==> config.mk <==
export PLATFORM = sky130hd
export DESIGN_NAME = core_demux
export DESIGN_NICKNAME = d
export VERILOG_FILES = /design/src/rtl/core_demux_pkg.sv /design/src/rtl/core_demux.sv /design/src/rtl/periph_handshake.sv /design/src/rtl/periph_req_buffer.sv /design/src/rtl/req_router.sv /design/src/rtl/resp_router.sv
export SDC_FILE = /design/constraint.sdc
export NUM_CORES = 1
export LEC_CHECK = 0
export BUFFER_PORTS_ARGS = -buffer_cell sky130_fd_sc_hd__buf_2
export CELL_PAD_IN_SITES_DETAIL_PLACEMENT = 2
export CELL_PAD_IN_SITES_GLOBAL_PLACEMENT = 2
export CORE_AREA = 2 2 169 171
export DETAILED_ROUTE_END_ITERATION = 12
export DIE_AREA = 0 0 171 173
export PLACE_DENSITY_LB_ADDON = 0.25
export SLEW_MARGIN = 10
export SYNTH_ARGS = -nofsm -noshare
export SYNTH_HDL_FRONTEND = slang
export SYNTH_SLANG_ARGS = --single-unit
==> constraint.sdc <==
create_clock -name clk -period 7.2 [get_ports clk]
set_clock_uncertainty 0.05 [all_clocks]
set_input_delay 0.36 -clock clk [delete_from_list [all_inputs] [get_ports clk]]
set_output_delay 0.36 -clock clk [all_outputs]
set_load 0.01 [all_outputs]
==> src/rtl/core_demux_pkg.sv <==
package core_demux_pkg;

  // ****************************************
  // Address layout
  // ****************************************

  // The map reads fixed bit positions, so the width is fixed too
  localparam int ADDR_W = 32;

  // Region field sits in the top twelve address bits
  localparam int REGION_MSB = 31;
  localparam int REGION_LSB = 20;
  localparam int REGION_W   = REGION_MSB - REGION_LSB + 1;

  // First cluster region, each cluster owns four consecutive regions
  localparam logic [REGION_W-1:0] REGION_BASE = 12'h100;

  localparam int CLUSTER_ID_W = 5;  // Up to 32 clusters

  // Inside the demux-peripheral region this bit picks EXT over PE
  localparam int EXT_SEL_BIT = 14;

  // ****************************************
  // Request targets
  // ****************************************

  typedef enum logic [1:0] {
    DEST_SH  = 2'd0,  // Cluster shared memory
    DEST_PE  = 2'd1,  // Peripheral interconnect
    DEST_EXT = 2'd2   // Demux peripherals
  } dest_e;

endpackage

==> src/rtl/core_demux.sv <==
`timescale 1ns/100ps

module core_demux #(
  parameter int DATA_WIDTH = 32
) (
  input  logic                                    clk,
  input  logic                                    rst_ni,
  input  logic [core_demux_pkg::CLUSTER_ID_W-1:0] cluster_id_i,

  // Core side
  input  logic                                    core_req_i,
  input  logic [core_demux_pkg::ADDR_W-1:0]       core_addr_i,
  input  logic                                    core_wen_i,
  input  logic [DATA_WIDTH-1:0]                   core_wdata_i,
  input  logic [DATA_WIDTH/8-1:0]                 core_be_i,
  output logic                                    core_gnt_o,
  output logic                                    core_r_valid_o,
  output logic [DATA_WIDTH-1:0]                   core_r_rdata_o,
  output logic                                    core_r_opc_o,

  // Shared memory
  output logic                                    sh_req_o,
  output logic [core_demux_pkg::ADDR_W-1:0]       sh_addr_o,
  output logic                                    sh_wen_o,
  output logic [DATA_WIDTH-1:0]                   sh_wdata_o,
  output logic [DATA_WIDTH/8-1:0]                 sh_be_o,
  input  logic                                    sh_gnt_i,
  input  logic                                    sh_r_valid_i,
  input  logic [DATA_WIDTH-1:0]                   sh_r_rdata_i,

  // Demux peripherals
  output logic                                    ext_req_o,
  output logic [core_demux_pkg::ADDR_W-1:0]       ext_addr_o,
  output logic                                    ext_wen_o,
  output logic [DATA_WIDTH-1:0]                   ext_wdata_o,
  output logic [DATA_WIDTH/8-1:0]                 ext_be_o,
  input  logic                                    ext_gnt_i,
  input  logic                                    ext_r_valid_i,
  input  logic [DATA_WIDTH-1:0]                   ext_r_rdata_i,
  input  logic                                    ext_r_opc_i,

  // Peripheral interconnect
  output logic                                    pe_req_o,
  output logic [core_demux_pkg::ADDR_W-1:0]       pe_addr_o,
  output logic                                    pe_wen_o,
  output logic [DATA_WIDTH-1:0]                   pe_wdata_o,
  output logic [DATA_WIDTH/8-1:0]                 pe_be_o,
  input  logic                                    pe_gnt_i,
  input  logic                                    pe_r_valid_i,
  input  logic [DATA_WIDTH-1:0]                   pe_r_rdata_i,
  input  logic                                    pe_r_opc_i,

  // Performance strobes
  output logic                                    perf_l2_ld_o,
  output logic                                    perf_l2_st_o,
  output logic                                    perf_l2_ld_cyc_o,
  output logic                                    perf_l2_st_cyc_o
);

  core_demux_pkg::dest_e dest;
  logic                  pe_sel;      // Core request decoded to PE
  logic                  pe_gnt;      // Core grant from the FSM
  logic                  pe_r_valid;  // Delayed PE response
  logic [DATA_WIDTH-1:0] pe_r_rdata;
  logic                  pe_r_opc;
  logic                  buf_req;
  logic                  buf_gnt;
  logic                  buf_r_valid;
  logic [DATA_WIDTH-1:0] buf_r_rdata;
  logic                  buf_r_opc;

  // Fan-out to SH and EXT, request lines come from the router
  assign sh_addr_o   = core_addr_i;
  assign sh_wen_o    = core_wen_i;
  assign sh_wdata_o  = core_wdata_i;
  assign sh_be_o     = core_be_i;
  assign ext_addr_o  = core_addr_i;
  assign ext_wen_o   = core_wen_i;
  assign ext_wdata_o = core_wdata_i;
  assign ext_be_o    = core_be_i;

  req_router req_router_i (
    .core_req_i       (core_req_i),
    .core_addr_i      (core_addr_i),
    .core_wen_i       (core_wen_i),
    .cluster_id_i     (cluster_id_i),
    .sh_gnt_i         (sh_gnt_i),
    .ext_gnt_i        (ext_gnt_i),
    .pe_gnt_i         (pe_gnt),
    .dest_o           (dest),
    .sh_req_o         (sh_req_o),
    .ext_req_o        (ext_req_o),
    .pe_sel_o         (pe_sel),
    .core_gnt_o       (core_gnt_o),
    .perf_l2_ld_o     (perf_l2_ld_o),
    .perf_l2_st_o     (perf_l2_st_o),
    .perf_l2_ld_cyc_o (perf_l2_ld_cyc_o),
    .perf_l2_st_cyc_o (perf_l2_st_cyc_o)
  );

  resp_router #(.DATA_WIDTH(DATA_WIDTH)) resp_router_i (
    .clk            (clk),
    .rst_ni         (rst_ni),
    .core_req_i     (core_req_i),
    .dest_i         (dest),
    .sh_r_valid_i   (sh_r_valid_i),
    .sh_r_rdata_i   (sh_r_rdata_i),
    .ext_r_valid_i  (ext_r_valid_i),
    .ext_r_rdata_i  (ext_r_rdata_i),
    .ext_r_opc_i    (ext_r_opc_i),
    .pe_r_valid_i   (pe_r_valid),
    .pe_r_rdata_i   (pe_r_rdata),
    .pe_r_opc_i     (pe_r_opc),
    .core_r_valid_o (core_r_valid_o),
    .core_r_rdata_o (core_r_rdata_o),
    .core_r_opc_o   (core_r_opc_o)
  );

  periph_handshake #(.DATA_WIDTH(DATA_WIDTH)) periph_handshake_i (
    .clk           (clk),
    .rst_ni        (rst_ni),
    .pe_sel_i      (pe_sel),
    .buf_gnt_i     (buf_gnt),
    .buf_r_valid_i (buf_r_valid),
    .buf_r_rdata_i (buf_r_rdata),
    .buf_r_opc_i   (buf_r_opc),
    .buf_req_o     (buf_req),
    .pe_gnt_o      (pe_gnt),
    .pe_r_valid_o  (pe_r_valid),
    .pe_r_rdata_o  (pe_r_rdata),
    .pe_r_opc_o    (pe_r_opc)
  );

  periph_req_buffer #(.DATA_WIDTH(DATA_WIDTH)) periph_req_buffer_i (
    .clk          (clk),
    .rst_ni       (rst_ni),
    .req_i        (buf_req),
    .addr_i       (core_addr_i),
    .wen_i        (core_wen_i),
    .wdata_i      (core_wdata_i),
    .be_i         (core_be_i),
    .pe_gnt_i     (pe_gnt_i),
    .pe_r_valid_i (pe_r_valid_i),
    .pe_r_rdata_i (pe_r_rdata_i),
    .pe_r_opc_i   (pe_r_opc_i),
    .gnt_o        (buf_gnt),
    .pe_req_o     (pe_req_o),
    .pe_addr_o    (pe_addr_o),
    .pe_wen_o     (pe_wen_o),
    .pe_wdata_o   (pe_wdata_o),
    .pe_be_o      (pe_be_o),
    .r_valid_o    (buf_r_valid),
    .r_rdata_o    (buf_r_rdata),
    .r_opc_o      (buf_r_opc)
  );

endmodule

==> src/rtl/periph_handshake.sv <==
`timescale 1ns/100ps

module periph_handshake #(
  parameter int DATA_WIDTH = 32
) (
  input  logic                  clk,
  input  logic                  rst_ni,
  input  logic                  pe_sel_i,       // Core request decoded to PE
  input  logic                  buf_gnt_i,
  input  logic                  buf_r_valid_i,
  input  logic [DATA_WIDTH-1:0] buf_r_rdata_i,
  input  logic                  buf_r_opc_i,
  output logic                  buf_req_o,
  output logic                  pe_gnt_o,       // Core grant for PE requests
  output logic                  pe_r_valid_o,
  output logic [DATA_WIDTH-1:0] pe_r_rdata_o,
  output logic                  pe_r_opc_o
);

  // FSM encoding
  localparam logic [1:0] TRANS_IDLE    = 2'd0;
  localparam logic [1:0] TRANS_PENDING = 2'd1;
  localparam logic [1:0] TRANS_GRANTED = 2'd2;

  logic [1:0]            state_q;
  logic [1:0]            state_d;
  logic                  rsp_valid_q;   // First delay stage
  logic [DATA_WIDTH-1:0] rsp_rdata_q;
  logic                  rsp_opc_q;

  // ****************************************
  // Transaction FSM
  // ****************************************

  always_ff @(posedge clk)
  begin
    if (!rst_ni)
    begin
      state_q <= TRANS_IDLE;
    end
    else
    begin
      state_q <= state_d;
    end
  end

  always_comb
  begin
    state_d   = state_q;
    buf_req_o = 1'b0;
    pe_gnt_o  = 1'b0;
    case (state_q)
      TRANS_IDLE:
      begin
        buf_req_o = pe_sel_i;
        if (pe_sel_i && buf_gnt_i)
        begin
          state_d = TRANS_PENDING;  // Request now sits in the buffer
        end
      end
      TRANS_PENDING:
      begin
        if (buf_r_valid_i)
        begin
          state_d = TRANS_GRANTED;
        end
      end
      TRANS_GRANTED:
      begin
        pe_gnt_o = 1'b1;  // Release the core for one cycle
        state_d  = TRANS_IDLE;
      end
      default:
      begin
        state_d = TRANS_IDLE;
      end
    endcase
  end

  // ****************************************
  // Two-stage response delay
  // ****************************************

  always_ff @(posedge clk)
  begin
    if (!rst_ni)
    begin
      rsp_valid_q  <= 1'b0;
      pe_r_valid_o <= 1'b0;
    end
    else
    begin
      rsp_valid_q  <= buf_r_valid_i;
      pe_r_valid_o <= rsp_valid_q;  // One cycle after the core grant
    end
  end

  always_ff @(posedge clk)
  begin
    rsp_rdata_q  <= buf_r_rdata_i;
    rsp_opc_q    <= buf_r_opc_i;
    pe_r_rdata_o <= rsp_rdata_q;
    pe_r_opc_o   <= rsp_opc_q;
  end

  // A PE grant lasts one cycle and the delayed response follows it
  a_gnt_single: assert property (@(posedge clk) disable iff (!rst_ni)
    pe_gnt_o |=> (!pe_gnt_o && pe_r_valid_o));

endmodule

==> src/rtl/periph_req_buffer.sv <==
`timescale 1ns/100ps

module periph_req_buffer #(
  parameter int DATA_WIDTH = 32
) (
  input  logic                              clk,
  input  logic                              rst_ni,
  input  logic                              req_i,
  input  logic [core_demux_pkg::ADDR_W-1:0] addr_i,
  input  logic                              wen_i,
  input  logic [DATA_WIDTH-1:0]             wdata_i,
  input  logic [DATA_WIDTH/8-1:0]           be_i,
  input  logic                              pe_gnt_i,
  input  logic                              pe_r_valid_i,
  input  logic [DATA_WIDTH-1:0]             pe_r_rdata_i,
  input  logic                              pe_r_opc_i,
  output logic                              gnt_o,
  output logic                              pe_req_o,
  output logic [core_demux_pkg::ADDR_W-1:0] pe_addr_o,
  output logic                              pe_wen_o,
  output logic [DATA_WIDTH-1:0]             pe_wdata_o,
  output logic [DATA_WIDTH/8-1:0]           pe_be_o,
  output logic                              r_valid_o,
  output logic [DATA_WIDTH-1:0]             r_rdata_o,
  output logic                              r_opc_o
);

  localparam int BE_W = DATA_WIDTH / 8;

  logic full_q;  // Entry taken until its response returns

  assign gnt_o = req_i & ~full_q;  // Accept only when empty

  // Control state
  always_ff @(posedge clk)
  begin
    if (!rst_ni)
    begin
      full_q   <= 1'b0;
      pe_req_o <= 1'b0;
    end
    else
    begin
      if (gnt_o)
      begin
        full_q   <= 1'b1;
        pe_req_o <= 1'b1;  // Goes out the next cycle
      end
      else
      begin
        if (pe_req_o && pe_gnt_i)
        begin
          pe_req_o <= 1'b0;
        end
        if (full_q && pe_r_valid_i)
        begin
          full_q <= 1'b0;  // Free again from the next cycle
        end
      end
    end
  end

  // Payload register
  always_ff @(posedge clk)
  begin
    if (gnt_o)
    begin
      pe_addr_o  <= addr_i;
      pe_wen_o   <= wen_i;
      pe_wdata_o <= wdata_i;
      pe_be_o    <= be_i[BE_W-1:0];
    end
  end

  // Response goes straight back to the FSM
  assign r_valid_o = pe_r_valid_i & full_q;
  assign r_rdata_o = pe_r_rdata_i;
  assign r_opc_o   = pe_r_opc_i;

  // A waiting PE request keeps its address and data
  a_req_stable: assert property (@(posedge clk) disable iff (!rst_ni)
    (pe_req_o && !pe_gnt_i) |=> ($stable(pe_addr_o) && $stable(pe_wdata_o)));

endmodule

==> src/rtl/req_router.sv <==
`timescale 1ns/100ps

module req_router (
  input  logic                                    core_req_i,
  input  logic [core_demux_pkg::ADDR_W-1:0]       core_addr_i,
  input  logic                                    core_wen_i,   // High for a load
  input  logic [core_demux_pkg::CLUSTER_ID_W-1:0] cluster_id_i,
  input  logic                                    sh_gnt_i,
  input  logic                                    ext_gnt_i,
  input  logic                                    pe_gnt_i,     // From the PE FSM
  output core_demux_pkg::dest_e                   dest_o,
  output logic                                    sh_req_o,
  output logic                                    ext_req_o,
  output logic                                    pe_sel_o,
  output logic                                    core_gnt_o,
  output logic                                    perf_l2_ld_o,
  output logic                                    perf_l2_st_o,
  output logic                                    perf_l2_ld_cyc_o,
  output logic                                    perf_l2_st_cyc_o
);

  localparam int RW = core_demux_pkg::REGION_W;

  logic [RW-1:0] region;      // Region field of the address
  logic [RW-1:0] cluster_off; // Cluster id scaled to four regions
  logic [RW-1:0] region_rw;   // Shared memory, read/write
  logic [RW-1:0] region_ts;   // Shared memory, test-and-set
  logic [RW-1:0] region_per;  // Demux peripherals or PE
  logic          l2_req;      // Request headed to EXT or PE

  // ****************************************
  // Address decode
  // ****************************************

  assign region      = core_addr_i[core_demux_pkg::REGION_MSB:core_demux_pkg::REGION_LSB];
  assign cluster_off = RW'({cluster_id_i, 2'b00});

  assign region_rw  = core_demux_pkg::REGION_BASE + cluster_off;
  assign region_ts  = region_rw + RW'(1);
  assign region_per = region_rw + RW'(2);

  always_comb
  begin
    if ((region == region_rw) || (region == region_ts))
    begin
      dest_o = core_demux_pkg::DEST_SH;
    end
    else if (region == region_per)
    begin
      if (core_addr_i[core_demux_pkg::EXT_SEL_BIT])
      begin
        dest_o = core_demux_pkg::DEST_EXT;  // Demux peripheral half
      end
      else
      begin
        dest_o = core_demux_pkg::DEST_PE;
      end
    end
    else
    begin
      dest_o = core_demux_pkg::DEST_PE;  // Rest of the map
    end
  end

  // ****************************************
  // Request steering and grant select
  // ****************************************

  assign sh_req_o  = core_req_i & (dest_o == core_demux_pkg::DEST_SH);
  assign ext_req_o = core_req_i & (dest_o == core_demux_pkg::DEST_EXT);
  assign pe_sel_o  = core_req_i & (dest_o == core_demux_pkg::DEST_PE);  // FSM decides when

  always_comb
  begin
    case (dest_o)
      core_demux_pkg::DEST_SH:  core_gnt_o = sh_gnt_i;
      core_demux_pkg::DEST_EXT: core_gnt_o = ext_gnt_i;
      core_demux_pkg::DEST_PE:  core_gnt_o = pe_gnt_i;   // One cycle, after the response
      default:                  core_gnt_o = 1'b0;
    endcase
  end

  // Performance strobes for the L2 side
  assign l2_req = sh_req_o ^ core_req_i;  // Any request not to SH

  assign perf_l2_ld_o     = l2_req & core_gnt_o & core_wen_i;
  assign perf_l2_st_o     = l2_req & core_gnt_o & ~core_wen_i;
  assign perf_l2_ld_cyc_o = l2_req & core_wen_i;   // Every cycle a load waits
  assign perf_l2_st_cyc_o = l2_req & ~core_wen_i;

endmodule

==> src/rtl/resp_router.sv <==
`timescale 1ns/100ps

module resp_router #(
  parameter int DATA_WIDTH = 32
) (
  input  logic                  clk,
  input  logic                  rst_ni,
  input  logic                  core_req_i,
  input  core_demux_pkg::dest_e dest_i,
  input  logic                  sh_r_valid_i,
  input  logic [DATA_WIDTH-1:0] sh_r_rdata_i,
  input  logic                  ext_r_valid_i,
  input  logic [DATA_WIDTH-1:0] ext_r_rdata_i,
  input  logic                  ext_r_opc_i,
  input  logic                  pe_r_valid_i,   // Already delayed two cycles
  input  logic [DATA_WIDTH-1:0] pe_r_rdata_i,
  input  logic                  pe_r_opc_i,
  output logic                  core_r_valid_o,
  output logic [DATA_WIDTH-1:0] core_r_rdata_o,
  output logic                  core_r_opc_o
);

  core_demux_pkg::dest_e dest_q;  // Target of the last request

  always_ff @(posedge clk)
  begin
    if (!rst_ni)
    begin
      dest_q <= core_demux_pkg::DEST_SH;
    end
    else if (core_req_i)
    begin
      dest_q <= dest_i;  // Sampled on every requesting cycle
    end
  end

  // Response mux
  always_comb
  begin
    core_r_valid_o = 1'b0;
    core_r_rdata_o = '0;
    core_r_opc_o   = 1'b0;
    case (dest_q)
      core_demux_pkg::DEST_SH:
      begin
        core_r_valid_o = sh_r_valid_i;
        core_r_rdata_o = sh_r_rdata_i;  // SH never reports errors
      end
      core_demux_pkg::DEST_EXT:
      begin
        core_r_valid_o = ext_r_valid_i;
        core_r_rdata_o = ext_r_rdata_i;
        core_r_opc_o   = ext_r_opc_i;
      end
      core_demux_pkg::DEST_PE:
      begin
        core_r_valid_o = pe_r_valid_i;
        core_r_rdata_o = pe_r_rdata_i;
        core_r_opc_o   = pe_r_opc_i;
      end
      default:
      begin
        core_r_valid_o = 1'b0;
      end
    endcase
  end

  // A shared-memory response reaches the core without an error flag
  a_sh_no_error: assert property (@(posedge clk) disable iff (!rst_ni)
    sh_r_valid_i |-> (core_r_valid_o && !core_r_opc_o));

endmodule

# Yosys cells after proc, flatten, opt, wreduce, memory -nomap -nowiden
# Cells that the tools add are included.
# totals
register_bits,143
out_inout_bits,249
inputBits,181
wordCells,67
# op_classes
n_eq_ne,11
reduce_logical,10
muxes,16
addsub,3
n_bitwise,13
# op_table
operator,count
32-bit case mux with 3 select lines,1
12-bit == test,3
"12-bit by 1-bit adder with 12-bit output, second input constant",1
"12-bit by 2-bit adder with 12-bit output, second input constant",1
"9-bit by 7-bit adder with 10-bit output, first input constant",1
1-bit AND,10
2-bit 2-to-1 mux,5
"2-bit by 1-bit == test with 1-bit output, second input constant",3
"2-bit == test, second input constant",3
2-bit logical NOT,3
1-bit 2-to-1 mux,6
1-bit case mux with 3 select lines,2
"2-bit by 1-bit != test with 1-bit output, second input constant",2
2-bit case mux with 2 select lines,1
2-bit nonzero test,2
1-bit logical AND,3
1-bit inverter,2
1-bit case mux with 2 select lines,1
2-bit AND reduction,1
1-bit logical OR,1
1-bit XOR,1

# Longest topological paths before layout
# logic_depth
word_depth,12
depth_mapped,6
depth_no_buf,5

# Cells and area by module
# Synthesis repeated with hierarchy kept, for this count alone.
# unflattened
hier_cells,458
hier_area_um2,5874.4
# by_module_without_submodules
module,cells_per_inst,area_per_inst_um2,instances,seq_area_each_um2
periph_req_buffer,110,2404.8,1,2112.0
periph_handshake,80,1476.4,1,1401.3
core_demux,138,1036.0,1,0.0
resp_router,96,723.2,1,40.0
req_router,34,234.0,1,0.0

# Worst setup path before layout
# OpenSTA, ideal clock, no wires.
# synth_timing
path_type,input-to-reg
startpoint,input port core_addr_i[28] in the netlist's numbering
endpoint,"register periph_req_buffer_i.pe_addr_o[0] in the netlist's numbering, enable pin"
path_buffers,0
stages,5
t_arrival_ps,2191
required_ps,6727
setup_time_ps,423
setup_slack_ps,4536
cell_sequence,nor3b_2 > nand4_1 > or3_4 > o21ai_2 > inv_1
# synth_via
elab_chain_len,7
word_cells_on_any_way,10
classes_between,eq/ne (4); mux (3); bitwise (2); reduce/logical (1)
# synth_rtl
element,line,rtl
from (decl),core_demux.sv:12,"input logic [core_demux_pkg::ADDR_W-1:0] core_addr_i,"
"12-bit == test, on equally long branches","req_router.sv:48, req_router.sv:44",
2-bit 2-to-1 mux / 1-bit logical OR (equally long branches),"req_router.sv:48, req_router.sv:44",
2-bit 2-to-1 mux *,req_router.sv:44,if ((region == region_rw) || (region == region_ts))
2-bit by 1-bit == test with 1-bit output *,req_router.sv:71,assign pe_sel_o = core_req_i & (dest_o == core_demux_pkg::DEST_PE);
1-bit AND *,req_router.sv:71,
1-bit 2-to-1 mux *,periph_handshake.sv:52,case (state_q)
1-bit AND *,periph_req_buffer.sv:32,assign gnt_o = req_i & ~full_q;
via buf_gnt,core_demux.sv:67,logic buf_gnt;
to (signal assigned),periph_req_buffer.sv:68,pe_addr_o <= addr_i;
to (decl),periph_req_buffer.sv:19,"output logic [core_demux_pkg::ADDR_W-1:0] pe_addr_o,"
# Mark *: on every way through the listed nets, which the timed path passes. The rest lies on a longest branch.
# A chain may end at the register's enable or synchronous reset.

# Worst setup path in the final report
# layout_timing
startpoint,input port core_addr_i[27] in the netlist's numbering
endpoint,output port perf_l2_ld_o
# layout_via
elab_chain_len,8
word_cells_on_any_way,14
classes_between,eq/ne (5); mux (3); bitwise (4); reduce/logical (2)
# layout_rtl
element,line,rtl
"12-bit == test, on equally long branches","req_router.sv:48, req_router.sv:44",
2-bit 2-to-1 mux / 1-bit logical OR (equally long branches),"req_router.sv:48, req_router.sv:44",
2-bit 2-to-1 mux *,req_router.sv:44,
2-bit logical NOT,"req_router.sv:69, req_router.sv:75",
1-bit AND,req_router.sv:69,assign sh_req_o = core_req_i & (dest_o == core_demux_pkg::DEST_SH);
1-bit XOR,req_router.sv:84,assign l2_req = sh_req_o ^ core_req_i;
1-bit AND * (2 in a row),req_router.sv:86,assign perf_l2_ld_o = l2_req & core_gnt_o & core_wen_i;
to (decl),core_demux.sv:54,"output logic perf_l2_ld_o,"
# Every way passes the cells marked *; elsewhere a longest branch is shown, timed or not.

==> summary.md <==
| Metric | Value |
|---|---|
| Critical path required time | `6790 ps` |
| Placer Congestion | `0.7595` |
| Fin crit period | `2507 ps` |
| Area delta synth->final | `45.13%` |
| Commonest non-fill, non-tap cell in the layout | `buf_2` |
| Vias post-DR | `4458` |
| Max Slew Vio Count | `0` |
| Pwr Density | `263.6 nW/um^2` |
| Cts bufs inserted | `17` |
| DRT Wirelength | `20.82 mm` |
| Clock sink count | `143` |
| Mapped Cells | `421` |
| Total number of yosys warnings | `0` |
| Power, Total | `2107 uW` |
| Critical Path Max Stage Delay | `490 ps` |
| Met3 Track Usage GR | `5.058%` |
| Register area share after synthesis | `64.53%` |
| Max-Cap Viols | `0` |
| Starting density of the core | `19.93%` |
| H-tree Lvls | `4` |
| Critical path peak fanout | `4` |
| Cell Rows | `61` |
| Vias in the first global route | `4638` |
| Post-synth top area cell | `edfxtp_1` |
| Cell variety after synth | `37` |
| Synthesized flop and latch total | `143` |
| Layout cells sized above 1 | `62.27%` |
| Crit start category | `input pin` |
| Dpl hpwl | `16.12 mm` |
| Worst-skew pair later-pin latency | `410 ps` |
| CTS root buffer | `clkbuf_16` |
| GRT Max-Usage Layer | `met2` |
| GRT Util Overall | `13.46%` |
| Antenna-violating nets left | `0` |
| First-pass GRT wire length | `29.31 mm` |
| Diodes inserted | `0` |
| Die span in y | `173 um` |
| Max stage delay cell, worst path | `nor4_1` |
| Initial antenna violation count | `0` |
| Commonest cells after routing, fill and taps aside | `buf_2 (429), dfxtp_1 (74), edfxtp_1 (69), nor2_1 (40)` |
| Multi-input gate area | `842.1 sq um` |
| Vias per cell | `3.897` |
| Core Footprint | `27630 sq um` |
| Pin count of the biggest net entering global routing | `70` |
| CP cell instances | `buf_2, nor3b_2, nand4_1, nor4_1, o22ai_2, nor3b_2, buf_2` |
| Dominant cells by area after synthesis | `edfxtp_1 (38%), dfxtp_1 (27%), buf_4 (19%), a222oi_1 (6.0%), nor2_1 (2.7%)` |
| Clock transition at path regs | `70 ps` |
| Share of the synthesized area in the top cell type | `37.63%` |
| Worst relative slew slack | `36.70%` |
| Fillers | `3140` |
| Fin. Hold Viols | `0` |
| Horiz. Die Dim | `171 um` |
| WL per Instance | `18.20 um` |
| Crit end category | `output port` |
| DR iter-0 viols | `235` |
| Mean post-synth cell area | `13.08 sq um` |
| Routing usage on met1 | `14.89%` |
| Final period utilization | `34.83%` |
| Worst hold path type | `input pin to register` |
| Setup Fix Bufs, Post-CTS | `0` |
| Slew @ Worst Pin | `949.6 ps` |
| Outcome | `complete, no violations` |
| Worst VDD drop | `0.0001118 V` |
| Ports | `430` |
| TNS Setup | `0 ps` |
| DRC | `0` |
| Netlist Area Pre-Place | `5507 sq um` |
| Net count after synthesis | `606` |
| RSZ-0062 raised after global routing | `false` |
| Post-synth EDFFs | `69` |
| Register area | `3553 sq um` |
| GRT met2 Usage | `24.48%` |
| Clk buf depth | `2` |
| Buf/Inv on CP | `2` |
| # setup viols final | `0` |
| CP Class | `input pin to output port` |
| Grt ovf | `0` |
| Critical Path AT | `2100 ps` |
| Die area | `29580 sq um` |
| CP delay by family, top | `simple AND/OR/NAND/NOR gates` |
| F_max | `398.8 MHz` |
| CTS tree | `yes` |
| Nets@finish | `938` |
| Async set-reset flop share out of synthesis | `0%` |
| Leakage power | `0.003734 uW` |
| DR pass1 iterations | `5` |
| Input/output buffers | `429` |
| Top FF cell, synth | `dfxtp_1` |
## where the power goes
group          switching, uW  total (uW)  internal (uW)
clock                    379         889            510
combinational            166         291            125
sequential              13.8         927            913
total                    559        2110           1550
## layout make-up
type | count | share of cell area (%)
Sequential cell | 143 | 44.47
Clock buffer | 18 | 5.636
Inverter | 4 | 0.1879
Multi-Input combinational cell | 120 | 10.54
Clock inverter | 14 | 1.785
Timing Repair Buffer | 467 | 31.47
Tap cell | 378 | 5.918
## synth_stat cells (all sizes together), types with 2 or more instances
cell type and n:
xnor2 4, nand2 5, nor3b 3, nor2b 3, nor2 41, nand2b 2, inv 4, edfxtp 69
dfxtp 74, nand3 2, a222oi 33, ha 4, or3 2, and2 2, or2b 2, clkbuf 15
o22ai 2, a21oi 3, buf 139
## routing by layer
| layer | share of wire (%) | vias up |
|---|---|---|
| li1 | - | 2023 |
| met1 | 38 | 2169 |
| met2 | 52 | 259 |
| met3 | 9.8 | 7 |
| met4 | 0.49 | 0 |
| met5 | 0 | - |
## final timing paths
path / cells after the start / to / startpoint / slack (ps)
worst max-delay path: 7 / perf_l2_ld_o / core_addr_i[27] / 4690
worst min-delay path: 1 / periph_req_buffer_i.pe_wdata_o[14]$_DFFE_PP_ / core_wdata_i[14] / 100
worst max register to register: 4 / periph_req_buffer_i.pe_wdata_o[2]$_DFFE_PP_ / periph_req_buffer_i.full_q$_SDFFE_PN0P_ / 5110
worst min register to register: 0 / periph_handshake_i.pe_r_rdata_o[4]$_DFF_P_ / periph_handshake_i.rsp_rdata_q[4]$_DFF_P_ / 260
## repair_timing
item	CTS	global route
endpoints found under the hold margin	33	0
setup endpoints to repair	0	0
gates resized for setup	0	0
hold buffers	33	0
## through the flow
stage | area (sq um) | hold WS [ps] | utilization, % | setup slack (ps) | cells
final | 7991 | 96.05 | 28.92 | 4693 | 1144
after global routing | 7991 | 69.63 | 28.92 | 4503 | 1144
after CTS | 7991 | 68.83 | 28.92 | 4650 | 1144
after detailed placement | 7068 | 263.6 | 25.58 | 4549 | 1079
after global placement | 7068 | 259.7 | 25.58 | 4587 | 1079
after floorplan | 5507 | 259.6 | - | 4536 | 421
## cells by family (layout without fill, tap and decap cells)
logic type | count (synthesis) | after routing | synth area share (%)
DFF | 143 | 143 | 64.53
buffers and inverters | 158 | 503 | 20.18
and+or+nand+nor | 69 | 69 | 6.431
adders and majority gates | 4 | 4 | 0.9089
AOI/OAI and AO/OA | 42 | 42 | 7.158
xor gates and xnor gates | 5 | 5 | 0.7952
## sequential cells by signal (all words and copies together), names as in the netlist, 2 cells and up
register / cells
periph_handshake_i.pe_r_rdata_o: 32
periph_handshake_i.rsp_rdata_q: 32
resp_router_i.dest_q: 2
periph_handshake_i.state_q: 2
periph_req_buffer_i.pe_addr_o: 32
periph_req_buffer_i.pe_be_o: 4
periph_req_buffer_i.pe_wdata_o: 32
No activity file was read; power rests on OpenSTA's default activity.
